==> src/hw/core_consts.svh <==
`ifndef CORE_CONSTS_SVH
`define CORE_CONSTS_SVH

// Datapath widths
`define CORE_XLEN         32
`define CORE_REG_ADDR_W   5

// Data memory geometry
`define CORE_DMEM_WORDS   256
`define CORE_DMEM_ADDR_W  8    // Word index width, byte address bits 9:2

// RV32I major opcodes kept by this core
`define CORE_OPC_OP       7'b0110011
`define CORE_OPC_OP_IMM   7'b0010011
`define CORE_OPC_LUI      7'b0110111
`define CORE_OPC_LOAD     7'b0000011
`define CORE_OPC_STORE    7'b0100011

// ALU funct3 codes
`define CORE_F3_ADD_SUB   3'b000
`define CORE_F3_SLL       3'b001
`define CORE_F3_SLT       3'b010
`define CORE_F3_SLTU      3'b011
`define CORE_F3_XOR       3'b100
`define CORE_F3_SRL_SRA   3'b101
`define CORE_F3_OR        3'b110
`define CORE_F3_AND       3'b111

// Load/store funct3 codes
`define CORE_F3_B         3'b000
`define CORE_F3_H         3'b001
`define CORE_F3_W         3'b010
`define CORE_F3_BU        3'b100
`define CORE_F3_HU        3'b101

// Operand forward source, youngest producer wins
`define CORE_FWD_NONE     2'd0
`define CORE_FWD_EXE      2'd1
`define CORE_FWD_MEM      2'd2
`define CORE_FWD_WB       2'd3

`endif

==> src/hw/hazard_unit.sv <==
`timescale 1ns/1ps
`default_nettype none
`include "core_consts.svh"

module hazard_unit (
	input  logic [`CORE_REG_ADDR_W-1:0] id_rs1,
	input  logic [`CORE_REG_ADDR_W-1:0] id_rs2,
	input  logic                        id_use_rs1,
	input  logic                        id_use_rs2,
	input  logic                        id_valid,
	input  logic [`CORE_REG_ADDR_W-1:0] exe_rd,
	input  logic [`CORE_REG_ADDR_W-1:0] mem_rd_idx,
	input  logic [`CORE_REG_ADDR_W-1:0] wb_rd_idx,
	input  logic                        exe_wr,
	input  logic                        mem_wr_en,
	input  logic                        wb_wr_en,
	input  logic                        exe_is_load,
	output logic [1:0]                  fwd_a,
	output logic [1:0]                  fwd_b,
	output logic                        stall
);

	// Youngest matching producer first
	// Write enables are already cleared for x0, so no x0 check needed here
	function automatic logic [1:0] fwd_src(
		input logic [`CORE_REG_ADDR_W-1:0] rs,
		input logic                        used,
		input logic [`CORE_REG_ADDR_W-1:0] e_rd,
		input logic                        e_wr,
		input logic [`CORE_REG_ADDR_W-1:0] m_rd,
		input logic                        m_wr,
		input logic [`CORE_REG_ADDR_W-1:0] w_rd,
		input logic                        w_wr
	);
		logic [1:0] src;
		src = `CORE_FWD_NONE;
		if (used) begin
			if (e_wr && (e_rd == rs))
				src = `CORE_FWD_EXE;
			else if (m_wr && (m_rd == rs))
				src = `CORE_FWD_MEM;
			else if (w_wr && (w_rd == rs))
				src = `CORE_FWD_WB;    // Covers the regfile read-old-value window
		end
		return src;
	endfunction

	assign fwd_a = fwd_src(id_rs1, id_use_rs1, exe_rd, exe_wr, mem_rd_idx, mem_wr_en,
			wb_rd_idx, wb_wr_en);
	assign fwd_b = fwd_src(id_rs2, id_use_rs2, exe_rd, exe_wr, mem_rd_idx, mem_wr_en,
			wb_rd_idx, wb_wr_en);

	// Load data only exists from MEM on, so an EXE load producer costs one bubble
	assign stall = id_valid && exe_is_load &&
			((fwd_a == `CORE_FWD_EXE) || (fwd_b == `CORE_FWD_EXE));

endmodule

`default_nettype wire

==> config.mk <==
export PLATFORM = sky130hd
export DESIGN_NAME = hazard_unit
export DESIGN_NICKNAME = d
export VERILOG_FILES = /design/src/hw/hazard_unit.sv
export VERILOG_INCLUDE_DIRS = /design/src /design/src/hw
export SDC_FILE = /design/constraint.sdc
export NUM_CORES = 1
export LEC_CHECK = 0
export ABC_AREA = 1
export BUFFER_PORTS_ARGS = -buffer_cell sky130_fd_sc_hd__buf_2
export CORE_AREA = 2 2 39 41
export DETAILED_ROUTE_END_ITERATION = 10
export DIE_AREA = 0 0 41 43
export PLACE_DENSITY_LB_ADDON = 0.3
export SLEW_MARGIN = 30
export SYNTH_ARGS = -nofsm -noshare
export SYNTH_HDL_FRONTEND = slang
export SYNTH_SLANG_ARGS = --single-unit
==> constraint.sdc <==
create_clock -name vclk -period 3.2
set_input_delay 0.8 -clock vclk [all_inputs]
set_output_delay 0.8 -clock vclk [all_outputs]
set_load 0.05 [all_outputs]
==> results.cfg <==
[clocking]
cts_hold_buf = 0
cts_setup_buffers = 0
postCtsResizedCells = 0

[sta]
hold_viol = 0
layout_min_cycle_time_ns = 2.60
finalCritPeriodShare_pct = 81.4
tightest_slew_ns = 0.253
final.setup.tns_ns = 0
relSlewSlack_pct = 83.3
grt_setup_unrepaired = no
drv_slew = 0
fmax_mhz = 384
setup_violations = 0

[critical_path]
path_cells = buf_2 > inv_1 > nand2_1 > nand2_1 > nand2_1 > nor2_1 > nand3_1 > a21oi_2 > buf_2
start_kind = input port
path_buf_inv = 3
slowest_delay_ns = 0.26
cp.arrival_ns = 1.80
worst-path-max-fanout = 4
crit_type = input port to output pin
cp_common_cell = nand2_1
required_ns = 2.40
end_kind = output pin
cp-startpoint = id_rs2[4]
cp.depth = 9
critPathCapture = stall
crit_family = buffers and inverters
crit_slowest_cell = buf_2

[pwr]
peakVddDrop_uv = 52.2
p_per_area_mw_per_mm2 = 119
leakage_nw = 0.534
total_power_mw = 0.0932

[final_layout]
final-seq-area_um2 = 0
final_common_cell = nand2_1
drive_gt1_share_pct = 26.2
antenna_cells = 0
final.clkbuf_count = 0
nFillCells = 165
layout-area-overhead-vs-synth_pct = 35.5
final_area_um2 = 783
fin_nets = 206
seq_cell_count = 0
mostFrequentLayoutCells = nand2_1, buf_2, nor2_1

[synth]
yosys.area_share.simple_pct = 61.9
yosysSeqAreaShare_pct = 0
synth_mux_area_share_pct = 0
syn_area_per_cell_um2 = 4.28
synth_area_um2 = 578
synth_top_family_by_area = simple AND/OR/NAND/NOR gates
syn_inst = 135
yosys_warnings = 0
ys_types = 12
synth-xor-area-share_pct = 7.58
synth-compound-area-share_pct = 14.9
synth_fa_ha_area_share_pct = 0
synthesis.nets = 167

[worst_hold_path]
hp-class = input port to output pin

[routing]
drtPass1Iterations = 4
ant_nets = 0
drc = 0
via_per_inst = 4.76
via_count = 895
routed_wl_um = 1800
drt-wirelength-per-cell_um = 9.59
drt_iter0_drc = 25

[global_route]
grt_pass1_vias = 758
grt_max_degree = 7
antenna_found_initial = 0
overflow = 0
grt_usage_pct = 23.1
grt_pass1_wl_um = 3000

[placed_design]
numPortBuffers = 37
dp_hpwl_um = 1590
gp_congestion = 0.889
placed_area_um2 = 783

[floorplanning]
dieArea_mm2 = 0.00176
start_util_pct = 41.8
die_w_um = 41
die_h_um = 43
ioPinCount = 37
row_count = 14
core_mm2 = 0.00138

[status]
status = finished clean

[job]
maxCapViolations = 0
[metrics by stage]
stage | worst slack [ns] | std cells | hold slack, ns | util (%)
5_1_grt | 0.468 | 188 | 2.01 | 56.6
3_5_place_dp | 0.593 | 188 | 2.00 | 56.6
2_1_floorplan | 0.480 | 135 | 1.76 | -
4_1_cts | 0.591 | 188 | 2.00 | 56.6
6_report | 0.595 | 188 | 1.99 | 56.6
3_3_place_gp | 0.621 | 188 | 1.98 | 56.6
[final cells by class]
cell class	instances	area [um^2]	share of cell area [%]
multi-input cells	111	488	62.3
repair buffers	37	185	23.6
inverters	24	90.1	11.5
well taps	16	20.0	2.56
[logic make-up (layout without fill, tap and decap cells)]
family                    after synthesis  count (layout)
and+or+nand+nor                        90              90
buffers and inverters                  24              61
AOI/OAI and AO/OA                      16              16
xor gates and xnor gates                5               5
[where the power goes]
| group | internal (mW) | switching (mW) | total, mW | leakage (nW) |
|---|---|---|---|---|
| Sequential | 0 | 0 | 0 | 0 |
| Clock | 0 | 0 | 0 | 0 |
| Combinational | 0.0366 | 0.0566 | 0.0932 | 0.534 |
[worst min-delay path by stage]
stage | start | endpoint | slack [ns] | cells after the start
floorplan | exe_is_load | stall | 1.76 | 2
global placement | exe_is_load | stall | 1.98 | 4
detailed placement | exe_is_load | stall | 2.00 | 4
CTS | exe_is_load | stall | 2.00 | 4
global route | exe_is_load | stall | 2.01 | 4
finish | exe_is_load | stall | 1.99 | 4
[synthesized netlist by cell type]
library cell,count,share of area (%)
inv_1,18,12
nor3_2,1,1.7
xor2_1,5,7.6
o21ai_0,8,6.9
o21ai_1,1,0.86
nand3_1,11,9.5
nand2_1,54,35
a22oi_1,1,1.3
a21oi_1,5,4.3
inv_2,6,3.9
nor2_1,24,16
a21oi_2,1,1.5
[layer usage]
layer	GRT usage, %	vias to the layer above	part of all wire, %
li1	-	488	-
met1	33.9	375	44
met2	37.8	30	49
met3	0	2	5.7
met4	2.00	0	0.83
met5	0	-	0
(Power assumes the default switching activity.)
