`src/hw/core_consts.svh`:
```
`ifndef CORE_CONSTS_SVH
`define CORE_CONSTS_SVH

// Datapath widths
`define CORE_XLEN         32
`define CORE_REG_ADDR_W   5

// Data memory geometry
`define CORE_DMEM_WORDS   256
`define CORE_DMEM_ADDR_W  8    // Word index width, byte address bits 9:2

// RV32I major opcodes kept by this core
`define CORE_OPC_OP       7'b0110011
`define CORE_OPC_OP_IMM   7'b0010011
`define CORE_OPC_LUI      7'b0110111
`define CORE_OPC_LOAD     7'b0000011
`define CORE_OPC_STORE    7'b0100011

// ALU funct3 codes
`define CORE_F3_ADD_SUB   3'b000
`define CORE_F3_SLL       3'b001
`define CORE_F3_SLT       3'b010
`define CORE_F3_SLTU      3'b011
`define CORE_F3_XOR       3'b100
`define CORE_F3_SRL_SRA   3'b101
`define CORE_F3_OR        3'b110
`define CORE_F3_AND       3'b111

// Load/store funct3 codes
`define CORE_F3_B         3'b000
`define CORE_F3_H         3'b001
`define CORE_F3_W         3'b010
`define CORE_F3_BU        3'b100
`define CORE_F3_HU        3'b101

// Operand forward source, youngest producer wins
`define CORE_FWD_NONE     2'd0
`define CORE_FWD_EXE      2'd1
`define CORE_FWD_MEM      2'd2
`define CORE_FWD_WB       2'd3

`endif

```
`src/hw/regfile.sv`:
```
`timescale 1ns/1ps
`default_nettype none
`include "core_consts.svh"

module regfile (
	input  logic                        CLK,
	input  logic                        rst,
	input  logic [`CORE_REG_ADDR_W-1:0] rs1,
	input  logic [`CORE_REG_ADDR_W-1:0] rs2,
	output logic [`CORE_XLEN-1:0]       rd1,
	output logic [`CORE_XLEN-1:0]       rd2,
	input  logic                        wr_en,
	input  logic [`CORE_REG_ADDR_W-1:0] wr_addr,
	input  logic [`CORE_XLEN-1:0]       wr_data
);

	logic [`CORE_XLEN-1:0] regs [32];

	// Write at the end of WB, x0 never touched
	always_ff @(posedge CLK) begin
		if (rst) begin
			for (int i = 0; i < 32; i++)
				regs[i] <= '0;
		end else if (wr_en && (wr_addr != '0)) begin
			regs[wr_addr] <= wr_data;
		end
	end

	// Async reads see the old value during a same-cycle write
	assign rd1 = (rs1 == '0) ? '0 : regs[rs1];
	assign rd2 = (rs2 == '0) ? '0 : regs[rs2];

endmodule

`default_nettype wire

```
`config.mk`:
```
export PLATFORM = sky130hd
export DESIGN_NAME = regfile
export DESIGN_NICKNAME = d
export VERILOG_FILES = /design/src/hw/regfile.sv
export VERILOG_INCLUDE_DIRS = /design/src /design/src/hw
export SDC_FILE = /design/constraint.sdc
export NUM_CORES = 2
export LEC_CHECK = 0
export BUFFER_PORTS_ARGS = -buffer_cell sky130_fd_sc_hd__buf_2
export CAP_MARGIN = 40
export CORE_MARGIN = 5
export CORE_UTILIZATION = 57
export CTS_CLUSTER_SIZE = 14
export DETAILED_ROUTE_END_ITERATION = 8
export PLACE_DENSITY = 0.76
export SYNTH_ARGS = -nofsm -noshare
export SYNTH_HDL_FRONTEND = slang
export SYNTH_SLANG_ARGS = --single-unit
```
`constraint.sdc`:
```
create_clock -name CLK -period 1.9 [get_ports CLK]
set_input_delay 0.095 -clock CLK [delete_from_list [all_inputs] [get_ports CLK]]
set_output_delay 0.095 -clock CLK [all_outputs]
set_load 0.01 [all_outputs]
```
==> impl_metrics.yaml <==
global_routing:
  grtUsageMet3_pct: 9.819
  grt_pass1_wl_um: 262700
  track_usage_pct: 35.49
  grt_util_met2_pct: 55.55
  gr-usage-met1_pct: 45.13
  busiest_layer: "met2"
  antenna_found_initial: 11
  grt_max_degree: 37
  grt_pass1_vias: 38390
  overflow: 0
pwr:
  power.leakage_nw: 23.50
  peakVddDrop_uv: 1047
  powerDensity_mw_per_mm2: 868.1
placement:
  port_buffers: 113
  placed_cells: 5007
  place.gp.congestion: 0.9117
  placed_area_sq_mm: 0.06017
  hpwl_um: 118600
floorplan:
  dieHeight_um: 318.5
  fp-row-count: 113
  die_area_sq_mm: 0.1015
  start_util_pct: 57.27
  io_pins: 114
  die_w_um: 318.5
  core_sq_mm: 0.09473
synthesis:
  ys_warn_count: 0
  synth_area_leader_cell: "edfxtp_1"
  ys.flop_type: "edfxtp_1"
  synth_top_cell_area_share_pct: 56.68
  synth_cell_types: 42
  synth_commonest_cells: "edfxtp_1 (1024), and2_1 (995), mux4_2 (472), clkbuf_1 (271), mux2i_1 (150)"
  syn_area_sq_mm: 0.05425
  synthArstFlopShare_pct: 0
  synth_area_leaders: "edfxtp_1 (57%), mux4_2 (20%), and2_1 (11%)"
  yosysMostFrequentCell: "edfxtp_1"
  ys_ff_latch: 1024
  yosysSeqAreaShare_pct: 56.68
  synth_area_per_cell_sq_um: 15.49
  synth-edff-count: 1024
  syn_inst: 3502
timing:
  rsz0062_at_grt: "true"
  fin_hold_ws_ps: 44.40
  setup_ws_ps: -889.6
  slew_headroom_pct: 44.42
  slew_violations: 0
  finalHoldViolations: 0
  timing.final.crit_share_pct: 146.8
  fmax_mhz: 358.5
  setup_viol: 64
  post-route-min-period_ps: 2790
  worst_pin_slew_ps: 830.7
drt:
  drt_first_pass_iters: 6
  vias: 36870
  via_per_inst: 7.045
  drtAntennaViolNets: 0
  drt_iter0_markers: 5513
  wl_um: 182100
  wire_per_inst_um: 34.80
  drc_errors: 0
clock_tree:
  root_buffer: "clkbuf_16"
  clock-sinks: 1024
  clockBufferDepth: 3
  cts_made_buffers: 106
  tritoncts: "yes"
  h-tree-depth: 3
  path_clk_slew_ps: 60
final_layout:
  num-fill-cells: 5859
  largest_reg_flops: 1024
  syn2layout_area_growth_pct: 21.75
  stdcell_count: 5233
  drive_gt1_share_pct: 38.83
  post-route-util_pct: 69.73
  nets: 3922
  reg.largest.list: "regs (1024)"
  fin_area_sq_mm: 0.06605
  registers.top_by_ff_count: "regs"
worst_setup_path:
  critPathSlowestCell: "mux4_2"
  cp_max_fo: 2
  crit_chain: "mux4_2 > mux4_2 > o22ai_2 > buf_6 > nor3_4 > buf_6"
  critPathArrivalTime_ps: 2690
  critPathRequiredTime_ps: 1800
  slowest_delay_ps: 590
  startpoint: "regs[26][14]"
  cp-end-kind: "primary output"
  crit_end: "rd1[14]"
  worst-setup-path-type: "register to primary output"
  cp-start-kind: "register"
hold_path:
  hp-start: "wr_data[5]"
  hp-class: "input port to register"
outcome:
  status: "finished with violations"
  violations: "setup timing"
run:
  cap_violations: 0
[what timing repair did]
| item | CTS | global route |
|---|---|---|
| endpoints found under the setup margin | 64 | 64 |
| endpoints found under the hold margin | 5 | 0 |
| hold buffers | 2 | 0 |
| pin swaps | 136 | 28 |
| setup buffers | 33 | 20 |
| gates resized for setup | 272 | 56 |
[worst max-delay path, delay by kind of cell, from the launching register on]
kind	cells	cell delay, ps
compound gates	1	170
buf+inv	2	270
flops	1	410
mux	2	1100
simple gates	1	40
[metal layers]
metal	vias to the layer above	part of all wire, %	wire length [um]
met2	3291	47	85750
met5	-	0.011	20
met3	657	13	24440
li1	14350	-	-
met1	18560	33	59400
met4	4	6.9	12480
[stage by stage]
step | total power [mW] | setup WS (ps) | setup TNS [ps]
finish | 57.34 | -889.6 | -45830
global route | 58.60 | -917.8 | -48440
CTS | 56.92 | -881.6 | -46550
detailed placement | 34.63 | -710.5 | -57760
global placement | 34.30 | -731.7 | -51900
floorplan | 31.01 | 45.06 | 0
[cells by family (layout without fill, tap and decap cells)]
kind of cell,after synthesis,after routing,synth area share [%]
AND/OR/NAND/NOR,1177,1177,13.33
flip-flops,1024,1024,56.68
buffers and inverters,389,817,3.351
multiplexers,652,652,22.98
AO/OA/AOI/OAI,259,259,3.651
other,1,39,0.006912
[placed cells by master, fill, tap and decap left out, types with 10 or more instances in the layout]
cell type,count
a22o_1,27
bufinv_16,18
o22ai_1,75
buf_12,133
or2_2,26
clkbuf_1,13
a22oi_1,16
clkinvlp_4,10
clkinv_2,11
o22ai_2,15
clkinv_1,30
buf_4,359
mux2_2,28
buf_6,26
a2111oi_2,12
a22o_4,23
clkbuf_16,109
nor2b_1,10
nor3_2,28
mux2i_1,147
conb_1,32
mux4_2,472
a2111oi_4,43
and2_1,994
edfxtp_1,1024
buf_2,95
nor2_2,31
nor3_4,23
o22ai_4,13
[how the worst min path moves through the flow]
| stage | end | depth (start not counted) |
|---|---|---|
| 3_5_place_dp | regs[3][27] | 2 |
| 6_report | regs[11][5] | 2 |
| 2_1_floorplan | regs[1][31] | 1 |
| 5_1_grt | regs[15][5] | 2 |
| 3_3_place_gp | regs[6][27] | 2 |
| 4_1_cts | regs[9][31] | 2 |
[report_power, final]
part	internal, mW	switching, mW
Combinational	3.99	4.45
Sequential	26.1	0.751
Clock	12.9	9.13
Total	43.0	14.3
[area by class of cell]
type                    count  area [sq um]  area share, %
flip-flops and latches   1024         30750          46.55
multi-input cells        2120         23860          36.13
inverters                   2         7.507        0.01137
well taps                1265          1583          2.396
diodes                      7         17.52        0.02652
clock buffers             122          2776          4.203
clock inverters            75         864.6          1.309
repair buffers            618          6191          9.373
No activity file was read; power rests on OpenSTA's default activity.
