**src/hw/core_consts.svh**
```systemverilog
`ifndef CORE_CONSTS_SVH
`define CORE_CONSTS_SVH

// Datapath widths
`define CORE_XLEN         32
`define CORE_REG_ADDR_W   5

// Data memory geometry
`define CORE_DMEM_WORDS   256
`define CORE_DMEM_ADDR_W  8    // Word index width, byte address bits 9:2

// RV32I major opcodes kept by this core
`define CORE_OPC_OP       7'b0110011
`define CORE_OPC_OP_IMM   7'b0010011
`define CORE_OPC_LUI      7'b0110111
`define CORE_OPC_LOAD     7'b0000011
`define CORE_OPC_STORE    7'b0100011

// ALU funct3 codes
`define CORE_F3_ADD_SUB   3'b000
`define CORE_F3_SLL       3'b001
`define CORE_F3_SLT       3'b010
`define CORE_F3_SLTU      3'b011
`define CORE_F3_XOR       3'b100
`define CORE_F3_SRL_SRA   3'b101
`define CORE_F3_OR        3'b110
`define CORE_F3_AND       3'b111

// Load/store funct3 codes
`define CORE_F3_B         3'b000
`define CORE_F3_H         3'b001
`define CORE_F3_W         3'b010
`define CORE_F3_BU        3'b100
`define CORE_F3_HU        3'b101

// Operand forward source, youngest producer wins
`define CORE_FWD_NONE     2'd0
`define CORE_FWD_EXE      2'd1
`define CORE_FWD_MEM      2'd2
`define CORE_FWD_WB       2'd3

`endif

```
**src/hw/core_pkg.sv**
```systemverilog
`default_nettype none
`include "core_consts.svh"

package core_pkg;

	// R-type layout, also gives opcode/funct3/rs1 for every format
	typedef struct packed {
		logic [6:0] funct7;
		logic [4:0] rs2;
		logic [4:0] rs1;
		logic [2:0] funct3;
		logic [4:0] rd;
		logic [6:0] opcode;
	} r_fmt_t;

	// I-type, ALU immediates and loads
	typedef struct packed {
		logic [11:0] imm;
		logic [4:0]  rs1;
		logic [2:0]  funct3;
		logic [4:0]  rd;
		logic [6:0]  opcode;
	} i_fmt_t;

	// S-type, immediate split around rs2/rs1
	typedef struct packed {
		logic [6:0] imm_hi;
		logic [4:0] rs2;
		logic [4:0] rs1;
		logic [2:0] funct3;
		logic [4:0] imm_lo;
		logic [6:0] opcode;
	} s_fmt_t;

	typedef struct packed {
		logic [19:0] imm;    // Upper 20 bits of result
		logic [4:0]  rd;
		logic [6:0]  opcode;
	} u_fmt_t;

	// One instruction word, four ways to look at it
	typedef union packed {
		r_fmt_t r_view;
		i_fmt_t i_view;
		s_fmt_t s_view;
		u_fmt_t u_view;
	} inst_t;

	typedef enum logic [3:0] {
		ALU_ADD    = 4'd0,
		ALU_SUB    = 4'd1,
		ALU_SLL    = 4'd2,
		ALU_SLT    = 4'd3,
		ALU_SLTU   = 4'd4,
		ALU_XOR    = 4'd5,
		ALU_SRL    = 4'd6,
		ALU_SRA    = 4'd7,
		ALU_OR     = 4'd8,
		ALU_AND    = 4'd9,
		ALU_PASS_B = 4'd10    // LUI, immediate straight through
	} alu_op_t;

	typedef enum logic {
		WB_ALU  = 1'b0,
		WB_LOAD = 1'b1
	} wb_sel_t;

	// Encoded exactly as load/store funct3
	typedef enum logic [2:0] {
		SZ_B  = `CORE_F3_B,
		SZ_H  = `CORE_F3_H,
		SZ_W  = `CORE_F3_W,
		SZ_BU = `CORE_F3_BU,
		SZ_HU = `CORE_F3_HU
	} mem_size_t;

endpackage

`default_nettype wire

```
**src/hw/alu.sv**
```systemverilog
`timescale 1ns/1ps
`default_nettype none
`include "core_consts.svh"

module alu (
	input  logic [`CORE_XLEN-1:0] a,
	input  logic [`CORE_XLEN-1:0] b,
	input  core_pkg::alu_op_t     op,
	output logic [`CORE_XLEN-1:0] y
);
	import core_pkg::*;

	logic [4:0] shamt;

	assign shamt = b[4:0];    // Shift amount from low bits only

	always_comb begin
		case (op)
			ALU_ADD:    y = a + b;
			ALU_SUB:    y = a - b;
			ALU_SLL:    y = a << shamt;
			ALU_SLT:    y = {{(`CORE_XLEN-1){1'b0}}, $signed(a) < $signed(b)};
			ALU_SLTU:   y = {{(`CORE_XLEN-1){1'b0}}, a < b};
			ALU_XOR:    y = a ^ b;
			ALU_SRL:    y = a >> shamt;
			ALU_SRA:    y = $unsigned($signed(a) >>> shamt);   // Sign fill
			ALU_OR:     y = a | b;
			ALU_AND:    y = a & b;
			ALU_PASS_B: y = b;
			default:    y = '0;
		endcase
	end

endmodule

`default_nettype wire

```
**config.mk**
```make
export PLATFORM = sky130hd
export DESIGN_NAME = alu
export DESIGN_NICKNAME = d
export VERILOG_FILES = /design/src/hw/core_pkg.sv /design/src/hw/alu.sv
export VERILOG_INCLUDE_DIRS = /design/src /design/src/hw
export SDC_FILE = /design/constraint.sdc
export NUM_CORES = 1
export LEC_CHECK = 0
export BUFFER_PORTS_ARGS = -buffer_cell sky130_fd_sc_hd__buf_2
export CAP_MARGIN = 10
export CORE_MARGIN = 2
export CORE_UTILIZATION = 39
export DETAILED_ROUTE_END_ITERATION = 8
export PLACE_DENSITY = 0.65
export SLEW_MARGIN = 10
export SYNTH_ARGS = -nofsm -noshare
export SYNTH_HDL_FRONTEND = slang
export SYNTH_SLANG_ARGS = --single-unit
```
**constraint.sdc**
```tcl
create_clock -name vclk -period 10.4
set_input_delay 1.04 -clock vclk [all_inputs]
set_output_delay 1.04 -clock vclk [all_outputs]
set_load 0.005 [all_outputs]
```
==> impl_metrics.json <==
{
  "relSlewSlack_pct": 32.9,
  "synth_compound_area_share_pct": 36.7,
  "final_area_sq_um": 9880,
  "yosysMostFrequentCell": "nor2_1",
  "seq_area_sq_um": 0,
  "initial_core_util_pct": 39.7,
  "synth_nets": 1604,
  "period_share_pct": 62.7,
  "powerDensity_nw_per_um2": 58.2,
  "synth_top_family_by_area": "compound AO/OA/AOI/OAI gates",
  "dp.cells": 1763,
  "synth.cell_area_sq_um": 9280,
  "drt-initial-drc-count": 1790,
  "stdcell_count": 1763,
  "synth_area_per_cell_sq_um": 6.47,
  "tightest_slew_ns": 1.01,
  "drc": 0,
  "cp_data_arrival_time_ns": 5.48,
  "synth.yosys.seq_area_share_pct": 0,
  "core_sq_um": 23400,
  "synth_top_area_share_pct": 13.5,
  "nClkBuffers": 0,
  "synth_top_cell_by_area": "ha_1",
  "fp.dieH_microns": 158,
  "synthAdderAreaFrac_pct": 13.9,
  "antenna_found_initial": 2,
  "die-area_sq_um": 25100,
  "seqPwrFrac_pct": 0,
  "synth_xor_xnor_area_share_pct": 1.32,
  "drive_gt1_share_pct": 13.0,
  "synthTopCellsByCount": "183 x nor2_1, 141 x nand2_1, 138 x a21oi_1",
  "ant_nets": 0,
  "hold_class": "in -> out",
  "area_growth_syn_to_layout_pct": 6.44,
  "p_int_mw": 0.195,
  "crit_required_ns": 9.36,
  "fin_setup_tns_ns": 0,
  "overflow": 0,
  "grt_pass1_wl_microns": 69200,
  "pwr-share-comb_pct": 100.0,
  "dr.pass1.iters": 8,
  "outcome": "completed",
  "routed_via_density": 6.87,
  "cts_setup_buffers": 0,
  "ys_types": 74,
  "setup_violations": 0,
  "gp_congestion": 1.03,
  "post_dp_cell_area_sq_um": 9880,
  "power.share.switching_pct": 66.1,
  "routedWlPerCell_microns": 26.8,
  "muxShareOfSynthArea_pct": 14.6,
  "fmax_mhz": 153,
  "end_kind": "output port",
  "finalHoldViolCount": 0,
  "p_clk_share_pct": 0,
  "routed_wl_microns": 47300,
  "critPathLaunchType": "primary input",
  "rsz0062_at_grt": "no",
  "leakage_nw": 4.26,
  "fin_nets": 1616,
  "grt_max_degree": 95,
  "cts_resized": 0,
  "grt_usage_pct": 36.7,
  "switchingPower_mw": 0.380,
  "pin_count": 100,
  "num_vias": 12100,
  "diodes": 0,
  "die_w_microns": 158,
  "synth-simple-area-share_pct": 24.2,
  "syn_inst": 1434,
  "fin_crit_ns": 6.52,
  "whs_path_depth": 5,
  "worst-path-max-fanout": 81,
  "yosys-top-cells-area": "ha_1 13%, a21oi_1 7.4%, nor2_1 7.4%",
  "place_hpwl_microns": 37500,
  "criticalPathCategory": "in -> out",
  "ys.warnings.count": 0,
  "portBuffers": 100,
  "num_rows": 56,
  "cts-hold-fix-buffers": 0,
  "slew_violations": 0,
  "numSequentialCells": 0,
  "grt_pass1_vias": 10900,
  "drv_cap": 0,
  "vdd_ir_drop_max_v": 0.0000386
}
[cells in the final DEF (no fill, tap or decap), types with 15 or more instances in the layout]
cell,netlist,routed
a21oi_1,138,138
ha_1,100,100
nor2_1,183,181
mux2i_1,55,55
a211oi_1,18,18
a31oi_1,17,17
o22ai_1,18,18
o211ai_1,35,35
inv_1,103,103
o21ai_0,108,108
nor2b_1,18,17
mux4_2,27,27
buf_4,5,21
a221oi_1,20,20
nor3_1,40,39
mux2_2,15,15
nand2_1,141,141
buf_2,21,99
nand3_1,27,27
[cell families (layout without fill, tap and decap cells)]
logic type      after synthesis  count (layout)
fa+ha+maj                   102             102
xor+xnor                     14              14
mux                          98              98
buf+inv                     214             224
simple gates                494             494
compound gates              512             512
[power groups by stage]
stage	logic, mW	registers (mW)	clock network (mW)
detailed placement	0.552	0	0
CTS	0.555	0	0
global route	0.614	0	0
global placement	0.552	0	0
finish	0.575	0	0
floorplan	0.359	0	0
[critical path, stage by stage]
cell     delay (ns)
buf_2          0.07
buf_4          0.60
inv_2          0.55
ha_1           0.65
nor2_1         0.11
o21ai_0        0.20
nand2_1        0.14
a41oi_1        0.27
a21oi_1        0.24
nand4_1        0.17
a31oi_1        0.21
o41ai_1        0.78
a211o_1        0.27
buf_2          0.12
[per-stage QoR]
stage / hold slack, ns / setup WS, ns / utilization (%) / power (mW)
floorplan: 2.28 / 4.97 / - / 0.359
global placement: 2.62 / 4.07 / 42.2 / 0.552
detailed placement: 2.61 / 4.00 / 42.2 / 0.552
CTS: 2.61 / 4.02 / 42.2 / 0.555
global route: 2.65 / 3.61 / 42.2 / 0.614
finish: 2.62 / 3.88 / 42.2 / 0.575
[routing by layer]
metal	up-vias	track usage [%]	share of wire (%)
met4	2	12.5	4.4
met3	113	5.74	12
met2	819	55.3	42
li1	5360	-	-
met5	-	0	0.017
met1	5817	53.0	42
[cell type report]
cell class / instances / area [sq um]
tap: 319 / 399
multi-input combinational: 1220 / 8440
inverter: 104 / 390
fill: 2634 / 13500
timing repair buffer: 120 / 653
[final timing paths]
| path | startpoint | to | slack, ns |
|---|---|---|---|
| min | b[23] | y[23] | 2.62 |
| max | b[2] | y[0] | 3.88 |
No activity file was read; power rests on OpenSTA's default activity.
