### src/hw/core_consts.svh
`ifndef CORE_CONSTS_SVH
`define CORE_CONSTS_SVH

// Datapath widths
`define CORE_XLEN         32
`define CORE_REG_ADDR_W   5

// Data memory geometry
`define CORE_DMEM_WORDS   256
`define CORE_DMEM_ADDR_W  8    // Word index width, byte address bits 9:2

// RV32I major opcodes kept by this core
`define CORE_OPC_OP       7'b0110011
`define CORE_OPC_OP_IMM   7'b0010011
`define CORE_OPC_LUI      7'b0110111
`define CORE_OPC_LOAD     7'b0000011
`define CORE_OPC_STORE    7'b0100011

// ALU funct3 codes
`define CORE_F3_ADD_SUB   3'b000
`define CORE_F3_SLL       3'b001
`define CORE_F3_SLT       3'b010
`define CORE_F3_SLTU      3'b011
`define CORE_F3_XOR       3'b100
`define CORE_F3_SRL_SRA   3'b101
`define CORE_F3_OR        3'b110
`define CORE_F3_AND       3'b111

// Load/store funct3 codes
`define CORE_F3_B         3'b000
`define CORE_F3_H         3'b001
`define CORE_F3_W         3'b010
`define CORE_F3_BU        3'b100
`define CORE_F3_HU        3'b101

// Operand forward source, youngest producer wins
`define CORE_FWD_NONE     2'd0
`define CORE_FWD_EXE      2'd1
`define CORE_FWD_MEM      2'd2
`define CORE_FWD_WB       2'd3

`endif

### src/hw/core_pkg.sv
`default_nettype none
`include "core_consts.svh"

package core_pkg;

	// R-type layout, also gives opcode/funct3/rs1 for every format
	typedef struct packed {
		logic [6:0] funct7;
		logic [4:0] rs2;
		logic [4:0] rs1;
		logic [2:0] funct3;
		logic [4:0] rd;
		logic [6:0] opcode;
	} r_fmt_t;

	// I-type, ALU immediates and loads
	typedef struct packed {
		logic [11:0] imm;
		logic [4:0]  rs1;
		logic [2:0]  funct3;
		logic [4:0]  rd;
		logic [6:0]  opcode;
	} i_fmt_t;

	// S-type, immediate split around rs2/rs1
	typedef struct packed {
		logic [6:0] imm_hi;
		logic [4:0] rs2;
		logic [4:0] rs1;
		logic [2:0] funct3;
		logic [4:0] imm_lo;
		logic [6:0] opcode;
	} s_fmt_t;

	typedef struct packed {
		logic [19:0] imm;    // Upper 20 bits of result
		logic [4:0]  rd;
		logic [6:0]  opcode;
	} u_fmt_t;

	// One instruction word, four ways to look at it
	typedef union packed {
		r_fmt_t r_view;
		i_fmt_t i_view;
		s_fmt_t s_view;
		u_fmt_t u_view;
	} inst_t;

	typedef enum logic [3:0] {
		ALU_ADD    = 4'd0,
		ALU_SUB    = 4'd1,
		ALU_SLL    = 4'd2,
		ALU_SLT    = 4'd3,
		ALU_SLTU   = 4'd4,
		ALU_XOR    = 4'd5,
		ALU_SRL    = 4'd6,
		ALU_SRA    = 4'd7,
		ALU_OR     = 4'd8,
		ALU_AND    = 4'd9,
		ALU_PASS_B = 4'd10    // LUI, immediate straight through
	} alu_op_t;

	typedef enum logic {
		WB_ALU  = 1'b0,
		WB_LOAD = 1'b1
	} wb_sel_t;

	// Encoded exactly as load/store funct3
	typedef enum logic [2:0] {
		SZ_B  = `CORE_F3_B,
		SZ_H  = `CORE_F3_H,
		SZ_W  = `CORE_F3_W,
		SZ_BU = `CORE_F3_BU,
		SZ_HU = `CORE_F3_HU
	} mem_size_t;

endpackage

`default_nettype wire

### src/hw/inst_decoder.sv
`timescale 1ns/1ps
`default_nettype none
`include "core_consts.svh"

module inst_decoder (
	input  core_pkg::inst_t             inst,
	output logic [`CORE_REG_ADDR_W-1:0] rs1,
	output logic [`CORE_REG_ADDR_W-1:0] rs2,
	output logic [`CORE_REG_ADDR_W-1:0] rd,
	output logic                        use_rs1,
	output logic                        use_rs2,
	output logic [`CORE_XLEN-1:0]       imm,
	output core_pkg::alu_op_t           alu_op,
	output logic                        use_imm,
	output logic                        reg_wr,
	output logic                        mem_rd,
	output logic                        mem_wr,
	output core_pkg::mem_size_t         size,
	output core_pkg::wb_sel_t           wb_sel
);
	import core_pkg::*;

	logic [6:0] opcode;
	logic [2:0] funct3;
	logic       alt;    // Instruction bit 30

	assign opcode = inst.r_view.opcode;
	assign funct3 = inst.r_view.funct3;
	assign alt    = inst.r_view.funct7[5];

	// Register fields sit at fixed positions in every format
	assign rs1 = inst.r_view.rs1;
	assign rs2 = inst.s_view.rs2;
	assign rd  = inst.i_view.rd;

	// funct3 to ALU op, SUB only exists in register form
	function automatic alu_op_t op_of(
		input logic [2:0] f3,
		input logic       alt_bit,
		input logic       reg_form
	);
		alu_op_t op;
		case (f3)
			`CORE_F3_ADD_SUB: op = (reg_form && alt_bit) ? ALU_SUB : ALU_ADD;
			`CORE_F3_SLL:     op = ALU_SLL;
			`CORE_F3_SLT:     op = ALU_SLT;
			`CORE_F3_SLTU:    op = ALU_SLTU;
			`CORE_F3_XOR:     op = ALU_XOR;
			`CORE_F3_SRL_SRA: op = alt_bit ? ALU_SRA : ALU_SRL;  // SRAI has imm bit 10 set
			`CORE_F3_OR:      op = ALU_OR;
			default:          op = ALU_AND;
		endcase
		return op;
	endfunction

	always_comb begin
		use_rs1 = 1'b0;
		use_rs2 = 1'b0;
		imm     = '0;
		alu_op  = ALU_ADD;
		use_imm = 1'b0;
		reg_wr  = 1'b0;
		mem_rd  = 1'b0;
		mem_wr  = 1'b0;
		size    = mem_size_t'(funct3);   // Only meaningful for loads and stores
		wb_sel  = WB_ALU;
		case (opcode)
			`CORE_OPC_OP: begin
				use_rs1 = 1'b1;
				use_rs2 = 1'b1;
				alu_op  = op_of(funct3, alt, 1'b1);
				reg_wr  = 1'b1;
			end
			`CORE_OPC_OP_IMM: begin
				use_rs1 = 1'b1;
				use_imm = 1'b1;
				imm     = {{20{inst.i_view.imm[11]}}, inst.i_view.imm};
				alu_op  = op_of(funct3, alt, 1'b0);
				reg_wr  = 1'b1;
			end
			`CORE_OPC_LUI: begin
				use_imm = 1'b1;
				imm     = {inst.u_view.imm, 12'h000};
				alu_op  = ALU_PASS_B;
				reg_wr  = 1'b1;
			end
			`CORE_OPC_LOAD: begin
				use_rs1 = 1'b1;
				use_imm = 1'b1;
				imm     = {{20{inst.i_view.imm[11]}}, inst.i_view.imm};  // Address = rs1 + imm
				reg_wr  = 1'b1;
				mem_rd  = 1'b1;
				wb_sel  = WB_LOAD;
			end
			`CORE_OPC_STORE: begin
				use_rs1 = 1'b1;
				use_rs2 = 1'b1;    // Store data
				use_imm = 1'b1;
				imm     = {{20{inst.s_view.imm_hi[6]}}, inst.s_view.imm_hi, inst.s_view.imm_lo};
				mem_wr  = 1'b1;
			end
			default: ;    // Anything else goes down the pipe as a no-op
		endcase
		if (rd == '0)
			reg_wr = 1'b0;    // x0 never retires
	end

endmodule

`default_nettype wire

### config.mk
export PLATFORM = sky130hd
export DESIGN_NAME = inst_decoder
export DESIGN_NICKNAME = d
export VERILOG_FILES = /design/src/hw/core_pkg.sv /design/src/hw/inst_decoder.sv
export VERILOG_INCLUDE_DIRS = /design/src /design/src/hw
export SDC_FILE = /design/constraint.sdc
export NUM_CORES = 1
export LEC_CHECK = 0
export BUFFER_PORTS_ARGS = -buffer_cell sky130_fd_sc_hd__buf_2
export CORE_AREA = 4 4 68 45
export DETAILED_ROUTE_END_ITERATION = 12
export DIE_AREA = 0 0 72 49
export GPL_TIMING_DRIVEN = 0
export MAX_ROUTING_LAYER = met4
export PLACE_DENSITY = 0.8
export SYNTH_ARGS = -nofsm -noshare
export SYNTH_HDL_FRONTEND = slang
export SYNTH_SLANG_ARGS = --single-unit
### constraint.sdc
create_clock -name vclk -period 1.1
set_input_delay 0.11 -clock vclk [all_inputs]
set_output_delay 0.11 -clock vclk [all_outputs]
set_load 0.02 [all_outputs]
==> impl_metrics.csv <==
group,metric,value,unit
status,outcome,"finished with violations",
status,violations,"setup timing",
detailed_routing,dr.first_iter.drc_count,124,
worst_hold_path,hold_class,"in2out",
sta,timing.final.max_slew_violations,0,
sta,timing.final.crit_share,130.2,%
setup_path,crit_path_cell_trace,"buf_6 -> nand4bb_1 -> buf_6 -> or2_1 -> buf_6 -> buf_4 -> nor2_4 -> buf_6",
logic_synthesis,synth.cell_area,711.9,µm²
detailed_routing,routedLengthMet1,2169,µm
setup_path,setup.worst_path.end_class,"primary output",
detailed_routing,via_count_of_the_routed_design,1497,
sta,fmax,698.1,MHz
floorplan,die_area,3528,µm²
sta,finalSetupViolCount,43,
floorplan,num_io_pins,93,
finish,n_fill_cell,117,
logic_synthesis,synth_largest_type_area_fraction,21.09,%
detailed_routing,postRouteAntennaNets,0,
worst_hold_path,hold_end,"rd[1]",
finish,n_sequential_cell,0,
detailed_routing,wl_met3,700,µm
finish,clkbuf_count,0,
setup_path,worst_setup_path_start_kind,"input port",
job,drv.max_cap_violation_count,0,
worst_hold_path,holdPathStages,3,
power_and_ir_drop,power_switching_share,56.88,%
setup_path,timing.critical_path.max_delay_family,"buffers and inverters",
setup_path,timing.critical_path.slowest_stage_cell,"or2_1",
logic_synthesis,synth_seq_area_share,0,%
logic_synthesis,ys_top_cells_by_area,"buf_4, a21oi_1, nand2_1",
power_and_ir_drop,power.share.clock,0,%
finish,leading_cell_type_in_the_layout_fill_and_taps_excluded,"buf_2",
finish,num-nets-final,264,
power_and_ir_drop,combinationalPowerShare,100.0,%
detailed_routing,finalWirelength,5794,µm
sta,timing.final.ws_setup,-0.3324,ns
power_and_ir_drop,internal_power,0.2478,mW
logic_synthesis,synthesis.nets,156,
global_routing,initial_antenna_violation_count,0,
placement,dp_slack,-0.3993,ns
global_routing,overflow,0,
logic_synthesis,synthCells,124,
placement,dp_hpwl,2378,µm
logic_synthesis,synth.yosys.warnings,0,
detailed_routing,vias_per_cell,5.714,
logic_synthesis,syn_avg_cell_area,5.741,µm²
power_and_ir_drop,design_power_total,0.5747,mW
setup_path,critical_path.max_stage_delay,0.23,ns
floorplan,start_util,29.45,%
setup_path,crit_fanout,7,
finish,num_antenna_cells,0,
global_routing,first_global_vias,1223,
placement,gp_routability_congestion,0.8475,
finish,most-common-layout-cells,"buf_2, buf_6, buf_4",
worst_hold_path,min-delay-start,"inst[8]",
detailed_routing,avg_wl_per_cell,22.11,µm
sta,finalHoldWorstSlack,0.5299,ns
setup_path,path_common_cell,"buf_6",
sta,worst_slew_margin_rel,72.56,%
placement,dp.cells,249,
setup_path,timing.critical_path.arrival,1.32,ns
floorplan,floorplan.core_area,2417,µm²
setup_path,criticalPathCategory,"in2out",
sta,rsz0062_at_grt,"yes",
sta,worst_pin_slew,0.4108,ns
global_routing,global_route_usage_over_all_layers,22.20,%
detailed_routing,routed-wl-met2,2672,µm
detailed_routing,routed.top_layer,"met4",
power_and_ir_drop,power.ir.vdd_worst,0.1873,mV
power_and_ir_drop,sequentialPowerShare,0,%
finish,final_cell_count_no_fill,262,
setup_path,crit_required,0.99,ns
floorplan,rows,14,
finish,multi_input_area,817.0,µm²
detailed_routing,drc_errors,0,
finish,drive_gt1_share,75.65,%
global_routing,pin_count_of_the_biggest_net_entering_global_routing,11,
sta,hold_violations,0,
logic_synthesis,synth_top_area_cell,"buf_4",
power_and_ir_drop,leakagePower,0.8920,nW
power_and_ir_drop,net-switching-power,0.3268,mW
finish,area_taken_by_flip_flops_and_latches,0,µm²
sta,fin_crit,1.432,ns
global_routing,grt_first_pass_wirelength,6147,µm
setup_path,worstPathBufferInverterCount,5,
detailed_routing,drt_pass1_iterations,5,
floorplan,die_y,49,µm
floorplan,die_width,72,µm
logic_synthesis,synth.lib_cells_used.distinct,25,
power_and_ir_drop,power.density,289.6,nW/µm²
placement,placement.io_buffers,93,
finish,area_growth_syn_to_layout,178.7,%
## how the worst max path moves through the flow
stage	depth (start not counted)	endpoint	slack, ns	start
6_report	8	imm[0]	-0.33	inst[6]
5_1_grt	6	imm[8]	-0.35	inst[6]
4_1_cts	8	wb_sel	-0.24	inst[6]
3_5_place_dp	6	use_imm	-0.40	inst[3]
3_3_place_gp	6	use_imm	-0.40	inst[3]
2_1_floorplan	6	wb_sel	-0.21	inst[3]
## Yosys cell counts
library cell and n:
a2111oi_2 1, a211o_1 1, a21oi_1 25, and2_1 8, and3_1 2, buf_2 4
buf_4 20, buf_6 1, clkbuf_1 3, clkinv_2 1, inv_1 1, mux2i_1 1
nand2_1 22, nand3b_2 1, nand4bb_1 1, nor2_1 8, nor2b_1 10, nor3_1 4
nor3b_1 2, nor3b_2 1, nor4_1 1, o21ai_0 3, or2_1 1, or2_4 1
or4_1 1
## logic make-up after synthesis
| group | synth area share [%] |
|---|---|
| buf+inv | 28.29 |
| mux | 1.406 |
| simple gates | 47.28 |
| compound gates | 23.02 |
## worst min-delay path, delay by kind of cell
family                 cells  cell delay, ns
buffers and inverters      3            0.32
## final cells by class
type | count | area share [%]
Buffer | 28 | 13.93
Tap cell | 32 | 2.018
Timing Repair Buffer | 106 | 42.43
Inverter | 2 | 0.4414
Multi-Input combinational cell | 94 | 41.17
## timing repair
action | 4_1_cts | 5_1_grt
buffers inserted | 5 | 5
pin swaps | 6 | 9
resized for setup | 89 | 46
hold buffers | 0 | 0
endpoints found under the setup margin | 43 | 43
cloned | 2 | 1
## metal layers
layer,up-vias,GRT usage [%]
met4,0,0
met2,160,42.38
li1,611,-
met5,-,-
met1,698,25.79
met3,28,3.498
## through the flow
stage                     utilization, %  area, µm²  setup TNS, ns
after detailed placement           56.21       1359         -10.38
after floorplan                        -      853.3         -2.413
final                              82.09       1984         -9.476
after global routing               82.09       1984         -9.979
after CTS                          72.57       1754         -6.109
after global placement             56.21       1359         -10.32
## power groups by stage
| stage | Combinational [mW] | Sequential, mW | Clock, mW |
|---|---|---|---|
| finish | 0.575 | 0 | 0 |
| CTS | 0.481 | 0 | 0 |
| detailed placement | 0.397 | 0 | 0 |
| global route | 0.594 | 0 | 0 |
| global placement | 0.393 | 0 | 0 |
| floorplan | 0.248 | 0 | 0 |
No activity file was read; power rests on OpenSTA's default activity.
